File: src/calc_pkg.sv
package calc_pkg;

    // datapath and keypad sizes
    localparam int WORD_W     = 32;
    localparam int DIGIT_KEYS = 10;
    localparam int BCD_DIGITS = 10;
    localparam int BCD_W      = 4 * BCD_DIGITS;
    localparam int BCD_STEPS  = WORD_W;

    // counter width for the conversion shift steps
    localparam int STEP_W = $clog2(BCD_STEPS);

    typedef enum logic [3:0] {
        OP_ADD = 4'd0,
        OP_SUB = 4'd1,
        OP_MUL = 4'd2,
        OP_DIV = 4'd3,
        OP_NEG = 4'd4,
        OP_EQU = 4'd5
    } op_e;

    // operator key group, one level bit per key
    typedef struct packed {
        logic neg;
        logic add;
        logic sub;
        logic mul;
        logic div;
        logic equ;
    } op_keys_t;

    // key code word, read as a digit value or as an operator code
    typedef union packed {
        logic [3:0] digit;
        op_e        op;
    } key_word_u;

    // is_digit tells which view of word is valid
    typedef struct packed {
        logic      valid;
        logic      is_digit;
        key_word_u word;
    } key_event_t;

    // one-cycle datapath strobes
    typedef struct packed {
        logic digit_en;
        logic neg_en;
        logic fold_en;
        logic clear_en;
        logic conv_start;
    } calc_cmd_t;

    // most significant digit in the top nibble
    typedef logic [BCD_DIGITS-1:0][3:0] bcd_t;

endpackage

File: src/bin_to_bcd.sv
module bin_to_bcd
    import calc_pkg::*;
(
    input  logic                     rst,
    input  logic                     clk_100hz,
    input  logic                     conv_start,
    input  logic signed [WORD_W-1:0] result,
    output bcd_t                     result_bcd,
    output logic                     result_neg,
    output logic                     result_valid
);

    typedef enum logic [1:0] {
        CONV_IDLE,
        CONV_LOAD,
        CONV_SHIFT
    } conv_e;

    conv_e             conv_state;
    logic [STEP_W-1:0] step;
    logic [WORD_W-1:0] mag_in;
    logic [WORD_W-1:0] mag_sr;
    logic              neg_q;
    bcd_t              bcd_sr;
    bcd_t              bcd_adj;
    logic [BCD_W-1:0]  adj_flat;
    logic [BCD_W-1:0]  bcd_next;

    // most negative value maps to 2**(WORD_W-1), still fits unsigned
    assign mag_in = result[WORD_W-1] ? -result : result;

    // add three to every digit of five or more
    always_comb
    begin
        bcd_adj = bcd_sr;
        for (int d = 0; d < BCD_DIGITS; d++)
        begin
            if (bcd_sr[d] >= 4'd5)
                bcd_adj[d] = bcd_sr[d] + 4'd3;
        end
    end

    assign adj_flat = bcd_adj;
    assign bcd_next = {adj_flat[BCD_W-2:0], mag_sr[WORD_W-1]};

    always_ff @(posedge rst or posedge clk_100hz)
    begin
        if (clk_100hz)
        begin
            conv_state   <= CONV_IDLE;
            step         <= '0;
            result_bcd   <= '0;
            result_neg   <= 1'b0;
            result_valid <= 1'b0;
        end
        else
        begin
            result_valid <= 1'b0;
            case (conv_state)
                // accumulator settles one cycle after the start strobe
                CONV_IDLE:
                begin
                    if (conv_start)
                        conv_state <= CONV_LOAD;
                end
                CONV_LOAD:
                begin
                    step       <= '0;
                    conv_state <= CONV_SHIFT;
                end
                CONV_SHIFT:
                begin
                    step <= step + 1'b1;
                    // last shift goes straight to the outputs
                    if (step == STEP_W'(BCD_STEPS - 1))
                    begin
                        result_bcd   <= bcd_next;
                        result_neg   <= neg_q;
                        result_valid <= 1'b1;
                        conv_state   <= CONV_IDLE;
                    end
                end
                default: conv_state <= CONV_IDLE;
            endcase
        end
    end

    always_ff @(posedge rst)
    begin
        if (conv_state == CONV_LOAD)
        begin
            mag_sr <= mag_in;
            neg_q  <= result[WORD_W-1];
            bcd_sr <= '0;
        end
        else if (conv_state == CONV_SHIFT)
        begin
            mag_sr <= mag_sr << 1;
            bcd_sr <= bcd_next;
        end
    end

endmodule

File: src/calc_control.sv
module calc_control
    import calc_pkg::*;
(
    input  logic       rst,
    input  logic       clk_100hz,
    input  key_event_t key_event,
    input  logic       result_valid,
    output calc_cmd_t  cmd
);

    typedef enum logic [2:0] {
        IDLE,
        OPERAND,
        OPERATOR,
        CONVERT,
        SHOWN
    } state_e;

    state_e    state;
    state_e    state_next;
    calc_cmd_t cmd_next;
    logic      is_digit;
    logic      is_op;
    logic      is_neg;
    logic      is_equ;
    logic      is_arith;

    assign is_digit = key_event.valid && key_event.is_digit;
    assign is_op    = key_event.valid && !key_event.is_digit;
    assign is_neg   = is_op && (key_event.word.op == OP_NEG);
    assign is_equ   = is_op && (key_event.word.op == OP_EQU);
    assign is_arith = is_op && !is_neg && !is_equ;

    always_comb
    begin
        state_next = state;
        cmd_next   = '0;

        // sign key works everywhere but during conversion
        if (is_neg && (state != CONVERT))
            cmd_next.neg_en = 1'b1;

        case (state)
            IDLE:
            begin
                if (is_digit)
                begin
                    cmd_next.digit_en = 1'b1;
                    state_next        = OPERAND;
                end
            end
            OPERAND:
            begin
                if (is_digit)
                    cmd_next.digit_en = 1'b1;
                else if (is_arith)
                begin
                    cmd_next.fold_en = 1'b1;
                    state_next       = OPERATOR;
                end
                else if (is_equ)
                begin
                    cmd_next.fold_en    = 1'b1;
                    cmd_next.conv_start = 1'b1;
                    state_next          = CONVERT;
                end
            end
            OPERATOR:
            begin
                if (is_digit)
                begin
                    cmd_next.digit_en = 1'b1;
                    state_next        = OPERAND;
                end
            end
            CONVERT:
            begin
                if (result_valid)
                    state_next = SHOWN;
            end
            SHOWN:
            begin
                // first digit after a result starts over
                if (is_digit)
                begin
                    cmd_next.clear_en = 1'b1;
                    cmd_next.digit_en = 1'b1;
                    state_next        = OPERAND;
                end
            end
            default: state_next = IDLE;
        endcase
    end

    always_ff @(posedge rst or posedge clk_100hz)
    begin
        if (clk_100hz)
        begin
            state <= IDLE;
            cmd   <= '0;
        end
        else
        begin
            state <= state_next;
            cmd   <= cmd_next;
        end
    end

endmodule

File: src/calc_top.sv
module calc_top
    import calc_pkg::*;
(
    input  logic                  rst,
    input  logic                  clk_100hz,
    input  logic [DIGIT_KEYS-1:0] digit_keys,
    input  op_keys_t              op_keys,
    output bcd_t                  result_bcd,
    output logic                  result_neg,
    output logic                  result_valid
);

    key_event_t               key_event;
    calc_cmd_t                cmd;
    logic signed [WORD_W-1:0] result;

    key_encoder u_key_encoder (
        .rst        (rst),
        .clk_100hz  (clk_100hz),
        .digit_keys (digit_keys),
        .op_keys    (op_keys),
        .key_event  (key_event)
    );

    calc_control u_calc_control (
        .rst          (rst),
        .clk_100hz    (clk_100hz),
        .key_event    (key_event),
        .result_valid (result_valid),
        .cmd          (cmd)
    );

    // only the code word reaches the datapath
    term_accum u_term_accum (
        .rst       (rst),
        .clk_100hz (clk_100hz),
        .cmd       (cmd),
        .word      (key_event.word),
        .result    (result)
    );

    bin_to_bcd u_bin_to_bcd (
        .rst          (rst),
        .clk_100hz    (clk_100hz),
        .conv_start   (cmd.conv_start),
        .result       (result),
        .result_bcd   (result_bcd),
        .result_neg   (result_neg),
        .result_valid (result_valid)
    );

endmodule

File: src/key_encoder.sv
module key_encoder
    import calc_pkg::*;
(
    input  logic                  rst,
    input  logic                  clk_100hz,
    input  logic [DIGIT_KEYS-1:0] digit_keys,
    input  op_keys_t              op_keys,
    output key_event_t            key_event
);

    logic [DIGIT_KEYS-1:0] digit_q;
    logic [DIGIT_KEYS-1:0] digit_prev;
    op_keys_t              op_q;
    op_keys_t              op_prev;
    logic                  digit_press;
    logic                  op_press;
    logic [3:0]            digit_code;
    op_e                   op_code;
    key_event_t            event_next;

    // sample both groups and keep the previous sample
    always_ff @(posedge rst or posedge clk_100hz)
    begin
        if (clk_100hz)
        begin
            digit_q    <= '0;
            digit_prev <= '0;
            op_q       <= '0;
            op_prev    <= '0;
        end
        else
        begin
            digit_q    <= digit_keys;
            digit_prev <= digit_q;
            op_q       <= op_keys;
            op_prev    <= op_q;
        end
    end

    // a group counts as pressed only when it was all low before
    assign digit_press = (|digit_q) && !(|digit_prev);
    assign op_press    = (|op_q) && !(|op_prev);

    // lowest index wins
    always_comb
    begin
        digit_code = 4'd0;
        for (int i = DIGIT_KEYS - 1; i >= 0; i--)
        begin
            if (digit_q[i])
                digit_code = 4'(i);
        end
    end

    always_comb
    begin
        if (op_q.neg)
            op_code = OP_NEG;
        else if (op_q.add)
            op_code = OP_ADD;
        else if (op_q.sub)
            op_code = OP_SUB;
        else if (op_q.mul)
            op_code = OP_MUL;
        else if (op_q.div)
            op_code = OP_DIV;
        else
            op_code = OP_EQU;
    end

    // digit group beats the operator group
    always_comb
    begin
        event_next = '0;
        if (digit_press)
        begin
            event_next.valid      = 1'b1;
            event_next.is_digit   = 1'b1;
            event_next.word.digit = digit_code;
        end
        else if (op_press)
        begin
            event_next.valid   = 1'b1;
            event_next.word.op = op_code;
        end
    end

    always_ff @(posedge rst or posedge clk_100hz)
    begin
        if (clk_100hz)
            key_event <= '0;
        else
            key_event <= event_next;
    end

endmodule

File: src/term_accum.sv
module term_accum
    import calc_pkg::*;
(
    input  logic                     rst,
    input  logic                     clk_100hz,
    input  calc_cmd_t                cmd,
    input  key_word_u                word,
    output logic signed [WORD_W-1:0] result
);

    logic [WORD_W-1:0]        term_mag;
    logic                     term_neg;
    op_e                      pend_op;
    logic signed [WORD_W-1:0] acc;
    logic signed [WORD_W-1:0] term_s;
    logic signed [WORD_W-1:0] fold_val;
    op_e                      op_next;
    key_word_u                word_q;

    assign term_s = term_neg ? -$signed(term_mag) : $signed(term_mag);
    assign result = acc;

    // strict left to right, no precedence
    always_comb
    begin
        case (pend_op)
            OP_SUB:  fold_val = acc - term_s;
            OP_MUL:  fold_val = acc * term_s;
            // divide by zero keeps the old value
            OP_DIV:  fold_val = (term_s == '0) ? acc : acc / term_s;
            default: fold_val = acc + term_s;
        endcase
    end

    // equals leaves an add pending
    always_comb
    begin
        case (word_q.op)
            OP_ADD, OP_SUB, OP_MUL, OP_DIV: op_next = word_q.op;
            default:                        op_next = OP_ADD;
        endcase
    end

    always_ff @(posedge rst or posedge clk_100hz)
    begin
        if (clk_100hz)
        begin
            term_mag <= '0;
            term_neg <= 1'b0;
            pend_op  <= OP_ADD;
            acc      <= '0;
            word_q   <= '0;
        end
        else
        begin
            // key word delayed to line up with its command
            word_q <= word;
            if (cmd.clear_en)
            begin
                acc     <= '0;
                pend_op <= OP_ADD;
            end
            if (cmd.fold_en)
            begin
                acc      <= fold_val;
                pend_op  <= op_next;
                term_mag <= '0;
                term_neg <= 1'b0;
            end
            // wraps modulo 2**WORD_W
            if (cmd.digit_en)
                term_mag <= term_mag * WORD_W'(10) + WORD_W'(word_q.digit);
            if (cmd.neg_en)
                term_neg <= 1'b1;
        end
    end

endmodule

File: config.mk
export PLATFORM = sky130hd
export DESIGN_NAME = calc_top
export DESIGN_NICKNAME = d
export VERILOG_FILES = /design/src/calc_pkg.sv /design/src/bin_to_bcd.sv /design/src/calc_control.sv /design/src/calc_top.sv /design/src/key_encoder.sv /design/src/term_accum.sv
export SDC_FILE = /design/constraint.sdc
export NUM_CORES = 2
export LEC_CHECK = 0
export BUFFER_PORTS_ARGS = -buffer_cell sky130_fd_sc_hd__buf_4
export CAP_MARGIN = 30
export CORE_ASPECT_RATIO = 0.8
export CORE_MARGIN = 1
export CORE_UTILIZATION = 45
export CTS_CLUSTER_DIAMETER = 40
export DETAILED_ROUTE_END_ITERATION = 16
export GPL_TIMING_DRIVEN = 0
export PLACE_DENSITY_LB_ADDON = 0.08
export SLEW_MARGIN = 5
export SYNTH_ARGS = -nofsm -noshare
export SYNTH_HDL_FRONTEND = slang
export SYNTH_SLANG_ARGS = --single-unit
export TNS_END_PERCENT = 10
File: constraint.sdc
create_clock -name rst -period 85.5 [get_ports rst]
set_input_delay 8.55 -clock rst [delete_from_list [all_inputs] [get_ports rst]]
set_output_delay 8.55 -clock rst [all_outputs]
set_load 0.005 [all_outputs]
Word level (Yosys, flattened, before mapping)
Cells that the tools add are included.

Add/subtract/negate cells: 16. Divide/modulo/power cells: 1. Multipliers: 2. Equal/unequal tests: 23. Magnitude comparators: 10. Multiplexer cells: 68. Reductions and logical operators: 33.

Operator list (number): $mux W32 (9); $mux W4 (28); $pmux W32 S3 (1); $neg A32 Y32 (2); $ge A4 B3 Y1 const B (10); $add A4 B2 Y4 const B (9); $add A32 B32 Y32 (1); $add A32 B4 Y32 (1); $div A32 B32 Y32 (1); $logic_not A32 Y1 (1); $mul A32 B3 Y31 const B (1); $mul A32 B32 Y32 (1); $sub A32 B32 Y32 (1); $mux W3 (7); $reduce_or A10 Y1 (2); $mux W1 (18); $eq A4 B2 Y1 const B (4); $reduce_or A6 Y1 (2); $pmux W5 S2 (1); $logic_and A1 B1 Y1 (9); $pmux W3 S3 (1); $eq A4 B1 Y1 const B (2); $eq A4 B3 Y1 const B (2); $reduce_bool A2 Y1 (4); other kinds (23) (35).

Bits in registers: 241. Output and inout port bits: 42. Bits of input ports: 18. Word-level logic and storage cells: 207.

Logic depth before layout (Yosys ltp)
Depth after elaboration: 11. Mapped depth: 433. Mapped depth without buffers: 395.

Cells and area by module
From an unflattened synthesis, not the netlist that was laid out.

Cell total of the unflattened synthesis: 8175. Area total of the unflattened synthesis: 62379.8 sq um.

By module, submodules not included: term_accum (cells each 7408, seq. area each 1826.8 sq um, instances 1, area an instance 54477.2 sq um); bin_to_bcd (cells each 655, seq. area each 3017.9 sq um, instances 1, area an instance 6328.6 sq um); key_encoder (cells each 78, seq. area each 950.9 sq um, instances 1, area an instance 1201.2 sq um); calc_control (cells each 34, seq. area each 200.2 sq um, instances 1, area an instance 372.9 sq um).

Worst setup path after synthesis
Ideal clock, no wire load.

Path type: register to register. Start point: register u_term_accum.term_mag[0]. End point: register u_term_accum.acc[26], in the netlist u_term_accum.result[26]. Buffers on the path: 44. Arrival: 88.235 ns. Required time: 85.417 ns. Setup slack: -2.818 ns. Setup time: 0.083 ns. Stages on the path, launching flop included: 409. Path through: dfrtp_1 > clkbuf_1 > clkbuf_1 > inv_1 > ha_1 > or3b_1 > a221oi_1 > and3_1 > o2111a_1 > clkbuf_1 > a41oi_1 > xnor2_1 > nand2_1 > nor4_1 > nand3_2 > or4_1 > nand2_1 > o21ai_0 > [373 not listed] > a21o_1 > a21o_1 > a21o_1 > a21o_1 > a21o_1 > a21oi_1 > nor2b_1 > o21ai_0 > a21oi_1 > o41ai_1 > ha_1 > and3_1 > clkbuf_1 > nand4b_1 > o31ai_1 > xnor2_1 > nor2_1 > o21ai_0.

Word-level cells in the longest chain between the ends: 6. Elaborated cells between the ends (all ways): 12. Those cells by class: add/sub: 3; mul: 1; div: 1; eq/ne: 1; mux: 4; reduce/logical: 2.

RTL lines: start: declaration (line term_accum.sv:11) `logic [WORD_W-1:0] term_mag;`; start signal: assignment (line term_accum.sv:72) `term_mag <= term_mag * WORD_W'(10) + WORD_W'(word_q.digit);`; $neg A32 Y32 (line term_accum.sv:20) `assign term_s = term_neg ? -$signed(term_mag) : $signed(term_mag);`; $mux W32 (*) (line term_accum.sv:20); $div A32 B32 Y32 (line term_accum.sv:30) `OP_DIV: fold_val = (term_s == '0) ? acc : acc / term_s;`; $mux W32 (line term_accum.sv:30); $pmux W32 S3 (line term_accum.sv:26) `case (pend_op)`; $mux W32 (line term_accum.sv:63) `if (cmd.fold_en)`; end signal: assignment (line term_accum.sv:65) `acc <= fold_val;`; end: declaration (line term_accum.sv:14) `logic signed [WORD_W-1:0] acc;`.

Every way passes the cells marked *; elsewhere a longest branch is shown, timed or not. The select of a mux whose other input is x is not followed. A chain may end at the register's enable or synchronous reset.

Worst setup path after layout
Ends and elaborated chain as after synthesis.

==> reports/qor_table.md <==
| Metric | This run | Unit |
| --- | --- | --- |
| Global-route congestion overflow total | 0 | - |
| Global-route wire length before repair | 381000 | um |
| Final number of max-transition violations | 0 | - |
| Storage element area | 6000 | sq um |
| Met3 WL post-DR | 31000 | um |
| Cell types with the highest counts after synthesis | sky130_fd_sc_hd__nand2_1, sky130_fd_sc_hd__ha_1, sky130_fd_sc_hd__inv_1 | - |
| Post-cts hold buffer count | 0 | - |
| Maximum fanout along the worst path | 10 | - |
| Area fraction of the dominant cell type after synthesis | 16.4 | % |
| Post-synthesis cell type with the largest combined area | sky130_fd_sc_hd__ha_1 | - |
| Filler cell count in the final layout | 12900 | - |
| Hpwl dp | 210000 | um |
| Setup TNS | 0 | ps |
| Floorplan Core Area | 134000 | sq um |
| Critical Path End Type | register | - |
| Number of buffers created by CTS | 31 | - |
| Max Clk Rate | 0.0120 | GHz |
| Routed vias | 63300 | - |
| Delay of the slowest cell on the worst path | 760 | ps |
| Leading register cell type out of synthesis | sky130_fd_sc_hd__dfrtp_1 | - |
| TritonCTS clock tree | yes | - |
| CTS root buffer | sky130_fd_sc_hd__clkbuf_16 | - |
| Final period utilization | 97.8 | % |
| Count of unique library cells instantiated by Yosys | 108 | - |
| Routability congestion estimate | 1.01 | - |
| Clock transition at the register clock pins on the worst setup and hold paths after CTS | 70 | ps |
| Die Outline Area | 137000 | sq um |
| Insertion delay to the later sink of the worst-skew pair | 650 | ps |
| Synth warnings | 0 | - |
| CTS H-tree depth | 1 | - |
| GRT Total Usage | 36.5 | % |
| Rel. slew slack | 26.0 | % |
| Cell types with the largest area share after synthesis | sky130_fd_sc_hd__ha_1, sky130_fd_sc_hd__fa_1, sky130_fd_sc_hd__dfrtp_1 | - |
| DRT antenna net count | 0 | - |
| Synthesis-stage register bit count | 241 | - |
| Buffer depth of the longest clock path | 3 | - |
| Initial core utilization | 45.5 | % |
| # port buffers | 59 | - |
| Clock skew | 50.8 | ps |
| Largest net degree at the start of global routing | 90 | - |
| IO Count | 60 | - |
| Cell area after synthesis | 61100 | sq um |
| Slowest library cell on the worst path | sky130_fd_sc_hd__nor2_1 | - |
| Count of maximum capacitance violations | 0 | - |
| Critical path buffers and inverters | 44 | - |
| Family with the most delay on the worst path | compound AO/OA/AOI/OAI gates | - |
| Horiz. Die Dim | 414 | um |
| Worst setup SP type | register | - |
| Multi-input gate area | 54300 | sq um |
| Mean area per synthesized cell | 7.63 | sq um |
| First-pass iteration count of the detailed router | 9 | - |
| Most frequent cell on the critical path | sky130_fd_sc_hd__o21a_1 | - |
| Number of DRC violations after detailed routing | 0 | - |
| Crit path required time | 86070 | ps |
| Share of layout cells above drive strength 1 | 15.6 | % |
| Transition time of the tightest slew-check pin | 1110 | ps |
| Area of all placed cells without fillers | 72800 | sq um |
| Placed Instance Area | 65200 | sq um |
| Per-cell routed wire length | 25.4 | um |
| Number of flops mapped to enable cells by yosys | 33 | - |
| Run status | finished clean | - |
| Growth of design area from synthesis to finish | 19.1 | % |
| Crit path time final | 83650 | ps |
| Seq/Total Area, Yosys | 9.81 | % |
| Met2 Routed Length | 106000 | um |
| DRC marker count from the first detailed-route iteration | 6402 | - |
| Number of nets produced by synthesis | 9233 | - |
| Num rows | 120 | - |
| Cells after synthesis | 8005 | - |
| Clock tree sinks | 241 | - |
| Final Hold Violating Endpoints | 0 | - |
| Die Ht | 332 | um |
| Ratio of routed vias to standard cells | 6.13 | - |
| Number of nets in the final layout | 9756 | - |
| Type of the tightest min-delay check | register to register | - |
| Number of antenna violations at the first check in global routing | 3 | - |
| Detailed-route wire length | 262000 | um |
| Vias in the first global route | 58800 | - |
| Routed length on met1 | 117000 | um |
| Crit path arrival time | 84220 | ps |
| Final setup fails | 0 | - |
| Most repeated cell in the gate-level netlist after synthesis | sky130_fd_sc_hd__nand2_1 | - |
| Uppermost routed layer | met5 | - |
| Synth async-reset ratio | 69.7 | % |
| Critical path class | register to register | - |
[per-layer routing]
| metal | vias to the layer above | track usage (%) |
|---|---|---|
| li1 | 29000 | - |
| met1 | 30800 | 53.7 |
| met2 | 3104 | 52.2 |
| met3 | 428 | 9.46 |
| met4 | 4 | 9.07 |
| met5 | - | 0 |
[placed cells by master, fill, tap and decap left out, drive strengths merged, types with 198 or more instances in the layout]
master and n:
nor3 265, xnor2 401, fa 411, inv 785, buf 598, clkbuf 254
o21ai 428, a21oi 455, nor2 665, nand2 937, ha 799, xor2 198
[state kept, by name, indices dropped and copies added, names as in the netlist]
| signal | flops |
|---|---|
| u_bin_to_bcd.conv_state | 2 |
| u_term_accum.word_q | 4 |
| u_bin_to_bcd.bcd_sr | 40 |
| u_key_encoder.op_prev | 6 |
| u_bin_to_bcd.mag_sr | 32 |
| u_term_accum.term_neg | 1 |
| u_key_encoder.op_q | 6 |
| u_bin_to_bcd.step | 5 |
| u_bin_to_bcd.result_bcd | 40 |
| u_bin_to_bcd.result_neg | 1 |
| u_calc_control.cmd | 5 |
| u_bin_to_bcd.neg_q | 1 |
| u_term_accum.term_mag | 32 |
| u_term_accum.result | 32 |
| u_key_encoder.digit_prev | 10 |
| u_key_encoder.key_event | 6 |
| u_term_accum.pend_op | 4 |
| u_bin_to_bcd.result_valid | 1 |
| u_calc_control.state | 3 |
| u_key_encoder.digit_q | 10 |
[stage by stage]
| step | std cells | hold WS, ps | util (%) | worst slack (ps) |
|---|---|---|---|---|
| after floorplan | 8005 | 354 | - | 68.5 |
| after global placement | 9833 | 369 | 47.6 | -33530 |
| after detailed placement | 9923 | 363 | 48.6 | -30610 |
| after CTS | 10100 | 380 | 51.9 | 2.50 |
| after global routing | 10300 | 387 | 54.2 | -834 |
| final | 10300 | 378 | 54.2 | 1850 |
[logic make-up (layout without fill, tap and decap cells)]
| logic type | count (synthesis) | in the layout | synth area share [%] |
|---|---|---|---|
| adders and majority gates | 1211 | 1211 | 29.8 |
| and+or+nand+nor | 2817 | 2817 | 22.0 |
| other | 0 | 3 | 0 |
| DFF | 241 | 241 | 9.81 |
| buffers and inverters | 1110 | 1657 | 6.86 |
| xor gates and xnor gates | 599 | 599 | 8.58 |
| AOI/OAI and AO/OA | 1850 | 1850 | 19.9 |
| muxes | 177 | 178 | 3.09 |
[timing repair]
| action | CTS | global route |
|---|---|---|
| buffers inserted | 164 | 177 |
| resized for setup | 545 | 380 |
| endpoints found under the setup margin | 32 | 32 |
| gates cloned | 1 | 1 |
| pin swaps | 127 | 231 |
[area by class of cell]
cell class	instances	share of cell area [%]
Antenna cell	3	0.0103
Timing Repair Buffer	503	5.91
Tap cell	1769	3.04
Clock inverter	25	0.409
Clock buffer	33	1.08
Sequential cell	241	8.24
Buffer	318	2.62
Multi-Input combinational cell	6655	74.7
Inverter	778	4.04
[path summary, 6_finish.rpt]
check                                           startpoint                  endpoint  slack [ps]  depth (start not counted)
max in group asynchronous                        clk_100hz   u_term_accum.result[20]       76530                          3
worst min register to register  u_key_encoder.key_event[3]    u_term_accum.word_q[3]         380                          0
min in group asynchronous                        clk_100hz  u_key_encoder.digit_q[2]        8020                          2
worst max-delay path              u_term_accum.term_mag[0]   u_term_accum.result[26]        1850                        400
worst max register to register    u_term_accum.term_mag[0]   u_term_accum.result[26]        1850                        400
worst min-delay path            u_key_encoder.key_event[3]    u_term_accum.word_q[3]         380                          0
Power is not shown: default switching activity piles up to over one toggle a cycle in this logic, so the estimate is an artifact.
